==> src/metering_pkg.sv <==
// Shared definitions for the exposure metering pipeline.
// Holds the pixel and band constants and the structs passed between stages.
// Count structs depend on the counter width and are declared in the modules.

`default_nettype none

package metering_pkg;

    // Width of one colour channel.
    localparam int unsigned pixel_width = 10;

    // Five equal brightness bands.
    localparam int unsigned band_count = 5;

    // Ascending upper band limits, band 0 at index 0.
    // A value below limit n and not below limit n-1 belongs to band n,
    // values from the last limit upward belong to the top band.
    localparam logic [band_count-2:0][pixel_width-1:0] band_limit = {
        10'd818,
        10'd613,
        10'd409,
        10'd204
    };

    // One debayered pixel from the camera.
    typedef struct packed {
        logic [pixel_width-1:0] red;
        logic [pixel_width-1:0] green;
        logic [pixel_width-1:0] blue;
    } rgb_pixel_t;

    // One-hot band choice, bit n set for band n.
    typedef logic [band_count-1:0] band_select_t;

    // Decode stage output.
    // The frame marks are single-cycle pulses.
    typedef struct packed {
        band_select_t red;
        band_select_t green;
        band_select_t blue;
        logic         count_enable;
        logic         frame_start;
        logic         frame_end;
    } decoded_pixel_t;

endpackage

`default_nettype wire

==> src/band_histogram_counter.sv <==
// Execute stage of the metering pipeline.
// Keeps five saturating band counters per colour channel. The counters
// restart at frame start, so the counts always describe the current frame.

`timescale 1ns/1ps
`default_nettype none

module band_histogram_counter #(
    parameter int unsigned counter_width = 24
) (
    input  logic                                                clock_in,
    input  logic                                                rst,
    input  metering_pkg::decoded_pixel_t                        decoded,
    output logic [3*metering_pkg::band_count*counter_width-1:0] counts
);

    import metering_pkg::*;

    typedef struct packed {
        logic [band_count-1:0][counter_width-1:0] red_bands;
        logic [band_count-1:0][counter_width-1:0] green_bands;
        logic [band_count-1:0][counter_width-1:0] blue_bands;
    } count_t;

    count_t count_q;

    assign counts = count_q;

    // Per-band increment requests, already qualified by count enable.
    band_select_t red_hit;
    band_select_t green_hit;
    band_select_t blue_hit;

    assign red_hit   = decoded.red & {band_count{decoded.count_enable}};
    assign green_hit = decoded.green & {band_count{decoded.count_enable}};
    assign blue_hit  = decoded.blue & {band_count{decoded.count_enable}};

    // Next value of one counter.
    // At frame start the counter restarts from the pixel arriving with it.
    function automatic logic [counter_width-1:0] next_count(
        input logic [counter_width-1:0] count,
        input logic                     hit,
        input logic                     start
    );
        logic [counter_width-1:0] result;
        if (start) begin
            result = counter_width'(hit);
        end else if (hit && (count != '1)) begin
            result = count + 1'b1;
        end else begin
            // Holds when idle or when already at all ones.
            result = count;
        end
        return result;
    endfunction

    always_ff @(posedge clock_in) begin
        if (rst) begin
            count_q <= '0;
        end else begin
            for (int b = 0; b < band_count; b++) begin
                count_q.red_bands[b] <= next_count(
                    count_q.red_bands[b],
                    red_hit[b],
                    decoded.frame_start
                );
                count_q.green_bands[b] <= next_count(
                    count_q.green_bands[b],
                    green_hit[b],
                    decoded.frame_start
                );
                count_q.blue_bands[b] <= next_count(
                    count_q.blue_bands[b],
                    blue_hit[b],
                    decoded.frame_start
                );
            end
        end
    end

endmodule

`default_nettype wire

==> src/metering_result_latch.sv <==
// Result stage of the metering pipeline.
// Captures the band counts when a frame ends and raises the ready level.
// Ready falls again when the next frame starts, while the results
// hold until the following frame end.

`timescale 1ns/1ps
`default_nettype none

module metering_result_latch #(
    parameter int unsigned counter_width = 24
) (
    input  logic                                                clock_in,
    input  logic                                                rst,
    input  metering_pkg::decoded_pixel_t                        decoded,
    input  logic [3*metering_pkg::band_count*counter_width-1:0] counts,
    output logic [3*metering_pkg::band_count*counter_width-1:0] metering,
    output logic                                                metering_ready
);

    always_ff @(posedge clock_in) begin
        if (rst) begin
            metering       <= '0;
            metering_ready <= 1'b0;
        end else if (decoded.frame_end) begin
            // The last pixel of the frame is already in the counts here.
            metering       <= counts;
            metering_ready <= 1'b1;
        end else if (decoded.frame_start) begin
            metering_ready <= 1'b0;
        end
    end

endmodule

`default_nettype wire

==> src/metering_top.sv <==
// Top level of the exposure metering block.
// Takes one debayered pixel per clock with the camera valid levels and
// publishes fifteen band counts per frame with a ready level.
// Results are valid two cycles after frame valid falls.

`timescale 1ns/1ps
`default_nettype none

module metering_top #(
    parameter int unsigned counter_width = 24
) (
    input  logic                                                clock_in,
    input  logic                                                rst,
    input  metering_pkg::rgb_pixel_t                            pixel,
    input  logic                                                line_valid,
    input  logic                                                frame_valid,
    output logic [3*metering_pkg::band_count*counter_width-1:0] metering,
    output logic                                                metering_ready
);

    import metering_pkg::*;

    // Live counts of the frame in progress.
    typedef struct packed {
        logic [band_count-1:0][counter_width-1:0] red_bands;
        logic [band_count-1:0][counter_width-1:0] green_bands;
        logic [band_count-1:0][counter_width-1:0] blue_bands;
    } count_t;

    decoded_pixel_t decoded;
    count_t         counts;

    pixel_band_decoder u_decoder (
        .clock_in    (clock_in),
        .rst         (rst),
        .pixel       (pixel),
        .line_valid  (line_valid),
        .frame_valid (frame_valid),
        .decoded     (decoded)
    );

    band_histogram_counter #(
        .counter_width (counter_width)
    ) u_counter (
        .clock_in (clock_in),
        .rst      (rst),
        .decoded  (decoded),
        .counts   (counts)
    );

    metering_result_latch #(
        .counter_width (counter_width)
    ) u_result (
        .clock_in       (clock_in),
        .rst            (rst),
        .decoded        (decoded),
        .counts         (counts),
        .metering       (metering),
        .metering_ready (metering_ready)
    );

endmodule

`default_nettype wire

==> src/pixel_band_decoder.sv <==
// Pixel decode stage of the metering pipeline.
// Sorts each channel value into a one-hot brightness band and marks frame
// edges. Everything appears one cycle after the pixel is sampled.

`timescale 1ns/1ps
`default_nettype none

module pixel_band_decoder (
    input  logic                         clock_in,
    input  logic                         rst,
    input  metering_pkg::rgb_pixel_t     pixel,
    input  logic                         line_valid,
    input  logic                         frame_valid,
    output metering_pkg::decoded_pixel_t decoded
);

    import metering_pkg::*;

    // Frame valid from the previous cycle, for edge detection.
    logic frame_valid_q;

    // Lowest band whose limit lies above the value, else the top band.
    function automatic band_select_t classify(input logic [pixel_width-1:0] value);
        band_select_t band;
        band = '0;
        band[band_count-1] = 1'b1;
        // Walk downward so the smallest matching limit wins.
        for (int i = band_count - 2; i >= 0; i--) begin
            if (value < band_limit[i]) begin
                band = '0;
                band[i] = 1'b1;
            end
        end
        return band;
    endfunction

    always_ff @(posedge clock_in) begin
        if (rst) begin
            frame_valid_q <= 1'b0;
            decoded       <= '0;
        end else begin
            frame_valid_q <= frame_valid;

            decoded.red   <= classify(pixel.red);
            decoded.green <= classify(pixel.green);
            decoded.blue  <= classify(pixel.blue);

            // Only pixels inside both valid windows are counted.
            decoded.count_enable <= line_valid && frame_valid;

            // First cycle of frame valid high.
            decoded.frame_start <= frame_valid && !frame_valid_q;

            // First cycle of frame valid low after a frame.
            decoded.frame_end <= !frame_valid && frame_valid_q;
        end
    end

endmodule

`default_nettype wire

==> config.mk <==
export PLATFORM = sky130hd
export DESIGN_NAME = metering_top
export DESIGN_NICKNAME = d
export VERILOG_FILES = /design/src/metering_pkg.sv /design/src/band_histogram_counter.sv /design/src/metering_result_latch.sv /design/src/metering_top.sv /design/src/pixel_band_decoder.sv
export SDC_FILE = /design/constraint.sdc
export NUM_CORES = 1
export LEC_CHECK = 0
export BUFFER_PORTS_ARGS = -buffer_cell sky130_fd_sc_hd__buf_2
export CAP_MARGIN = 15
export CORE_ASPECT_RATIO = 1.5
export CORE_MARGIN = 2
export CORE_UTILIZATION = 62
export DETAILED_ROUTE_END_ITERATION = 12
export GPL_TIMING_DRIVEN = 1
export HOLD_SLACK_MARGIN = 0.03
export PLACE_DENSITY = 0.87
export SYNTH_ARGS = -nofsm -noshare
export SYNTH_HDL_FRONTEND = slang
export SYNTH_SLANG_ARGS = --single-unit
==> constraint.sdc <==
create_clock -name clock_in -period 7.4 [get_ports clock_in]
set_clock_uncertainty 0.2 [all_clocks]
set_input_delay 0.37 -clock clock_in [delete_from_list [all_inputs] [get_ports clock_in]]
set_output_delay 0.37 -clock clock_in [all_outputs]
set_load 0.1 [all_outputs]
==> results.py <==
metrics = {
    "run_status": {
        "status": "finished, final reports clean",
    },
    "setup_path": {
        "r2r-start": "u_decoder.decoded[1]",
        "r2r_end": "u_counter.counts[218]",
        "path_max_fanout": 152,
        "critPathCapture": "u_counter.counts[218]",
        "endpoint_kind": "register",
        "path_class": "reg2reg",
        "crit_arrival_ns": 3.40,
        "cpPeakStageDelay_ns": 0.76,
        "slowest_stage": "buf_4",
        "worst_r2r_path_depth": 5,
        "start_kind": "register",
        "r2r_slack_ns": 4.29,
        "critPathLaunch": "u_decoder.decoded[1]",
        "required_ns": 7.69,
        "crit_chain": "or2_4, buf_4, buf_12, nor2_1, a31o_2",
    },
    "synth": {
        "async_flop_share": 0,
        "syn_area_sq_mm": 0.03168,
        "ys_seq_area_frac": 0.4676,
        "synth_cells": 3489,
        "synth_flop_cell": "dfxtp_1",
        "synth_edf_count": 0,
        "ys_ff_latch": 740,
        "synth_area_per_cell_sq_um": 9.080,
        "yosys_warnings": 0,
        "syn_nets": 3538,
        "yosys.cell_types.count": 75,
    },
    "sta": {
        "fin_ws_ns": 4.288,
        "setup_viol_count_final": 0,
        "final_max_slew_viol_count": 0,
        "finalCriticalPeriod_ns": 3.112,
        "max-slew-margin-rel": 0.2024,
        "rsz0062_at_grt": "false",
        "worst_slew_pin_slew_ns": 1.196,
        "finalHoldViolCount": 0,
        "tns_ns": 0,
        "min_period_over_period": 0.4205,
        "fmax_mhz": 321.4,
    },
    "global_routing": {
        "grt-ovfl-total": 0,
        "grtUsageTotal": 0.2954,
        "grt_start_max_net_pins": 153,
        "antenna_found_initial": 0,
        "grt_pass1_wl_um": 129500,
        "grt_pass1_vias": 25510,
    },
    "layout": {
        "final_cell_mix": "dfxtp_1, nor2_1, mux2i_1, buf_2, nand2_1",
        "final_cells": 4506,
        "layout_commonest_cell": "dfxtp_1",
        "fillers": 3634,
        "drive_above_1_share": 0.1504,
        "antenna_cells": 0,
        "syn2layout_area_growth_pct": 14.79,
        "finalNetCount": 3835,
    },
    "detailed_routing": {
        "wl_um": 80770,
        "firstDrtPassIters": 5,
        "ant_nets": 0,
        "vias": 27070,
        "routedWlPerCell_um": 17.93,
        "route.detailed.drc": 0,
        "via_per_inst": 6.008,
        "drt_iter0_markers": 2001,
    },
    "pwr": {
        "p_leak_nw": 13.20,
        "ir_drop_v": 0.0002044,
        "power.density_mw_per_mm2": 217.1,
    },
    "placed_design": {
        "place_inst": 4370,
        "hpwl_um": 53380,
        "gp_congestion": 0.8914,
        "io_buffers": 394,
        "place_ws_ns": 4.121,
    },
    "clock_network": {
        "clk_path_buf_depth": 3,
        "cts.htree.levels": 3,
        "path_clk_slew_ns": 0.07,
        "postCtsSetupBuffers": 0,
        "clk_latency_ns": 0.60,
        "cts_resized": 0,
        "cts_root_buf": "clkbuf_16",
        "cts_num_sinks": 740,
        "cts_tree": "done",
        "cts-buffers-inserted": 68,
    },
    "hold_path": {
        "hold_path.class": "in2reg",
        "whs_path_depth": 2,
    },
    "die": {
        "rows": 101,
        "die_width_um": 188.6,
        "io_pins": 395,
        "die_area_sq_mm": 0.05296,
        "initial_utilization": 0.6268,
        "coreArea_sq_mm": 0.05055,
        "die_h_um": 280.9,
    },
    "job": {
        "drv_cap": 0,
    },
}
## logic make-up after synthesis
group,Yosys count,share of synthesized area
flops,740,0.4676
compound gates,426,0.08744
fa+ha+maj,15,0.005924
xor+xnor,180,0.04976
buf+inv,240,0.03096
simple gates,1495,0.2342
mux,393,0.1242
## what timing repair did
item,CTS,global route
endpoints found under the hold margin,16,0
endpoints found under the setup margin,0,0
hold buffers,15,0
## metal layers
metal | part of all wire | wire length [um] | global-route usage | vias to the layer above
li1 | - | - | - | 13060
met1 | 0.39 | 31280 | 0.3372 | 12830
met2 | 0.50 | 40350 | 0.5211 | 958
met3 | 0.061 | 4905 | 0.05332 | 228
met4 | 0.052 | 4238 | 0.1625 | 0
met5 | 0 | 0 | 0 | -
## report_power, final
part | internal [mW] | leakage [nW] | switching (mW) | total, mW
clock network | 2.15 | 1.16 | 1.54 | 3.69
registers | 3.99 | 5.96 | 0.0137 | 4.00
logic | 0.0589 | 6.08 | 0.147 | 0.206
## cell type report
class | count | area (sq um) | area share
Multi-Input combinational cell | 2509 | 15900 | 0.4371
Sequential cell | 740 | 14820 | 0.4075
Timing Repair Buffer | 428 | 2312 | 0.06358
Clock buffer | 92 | 1996 | 0.05487
Tap cell | 669 | 837.1 | 0.02302
Clock inverter | 29 | 360.3 | 0.009908
Inverter | 39 | 146.4 | 0.004025
## state kept, by name, indices dropped and copies added, names as in the netlist
| name | cells |
|---|---|
| u_decoder.frame_valid_q | 1 |
| u_result.metering | 360 |
| u_result.metering_ready | 1 |
| u_counter.counts | 360 |
| u_decoder.decoded | 18 |
## worst min-delay path by stage
stage / start / to / slack (ns)
2_1_floorplan: u_decoder.frame_valid_q / u_decoder.decoded[1] / 0.18
3_3_place_gp: u_decoder.frame_valid_q / u_decoder.decoded[1] / 0.20
3_5_place_dp: u_decoder.frame_valid_q / u_decoder.decoded[1] / 0.20
4_1_cts: rst / u_result.metering[237] / 0.03
5_1_grt: pixel[27] / u_decoder.decoded[14] / 0.04
6_report: rst / u_result.metering[29] / 0.05
## synth_stat cells (all sizes together) (19+ instances only)
cell type / number / area, sq um
nor2: 600 / 2252
nand3: 120 / 605.6
o211ai: 39 / 292.8
nand4: 113 / 762.0
and2: 26 / 162.7
o21ai: 79 / 414.2
a31oi: 19 / 118.9
xor2: 48 / 420.4
mux2i: 393 / 3934
nor4: 67 / 446.7
nor3: 58 / 300.3
or3: 84 / 525.5
xnor2: 132 / 1156
a211oi: 30 / 225.2
and3: 47 / 294.0
and4: 45 / 394.1
nand2: 228 / 858.3
or4: 65 / 510.5
a21oi: 141 / 705.7
inv: 39 / 146.4
o31ai: 36 / 270.3
clkbuf: 132 / 506.7
buf: 69 / 327.8
dfxtp: 740 / 14810
## worst max-delay path, delay by kind of cell (launching register included)
kind	cells	cell delay, ns
AOI/OAI and AO/OA	1	0.27
buffers and inverters	2	1.30
DFF	1	0.68
and+or+nand+nor	2	0.31
## per-stage QoR
| stage | power [mW] | util | instance area [sq um] | hold WS [ns] |
|---|---|---|---|---|
| finish | 7.896 | 0.7195 | 36370 | 0.04729 |
| global route | 8.108 | 0.7195 | 36370 | 0.04203 |
| CTS | 7.942 | 0.7195 | 36370 | 0.03124 |
| detailed placement | 4.288 | 0.6699 | 33860 | 0.2030 |
| global placement | 4.286 | 0.6699 | 33860 | 0.1966 |
| floorplan | 4.227 | - | 31680 | 0.1835 |
(Power assumes the default switching activity.)
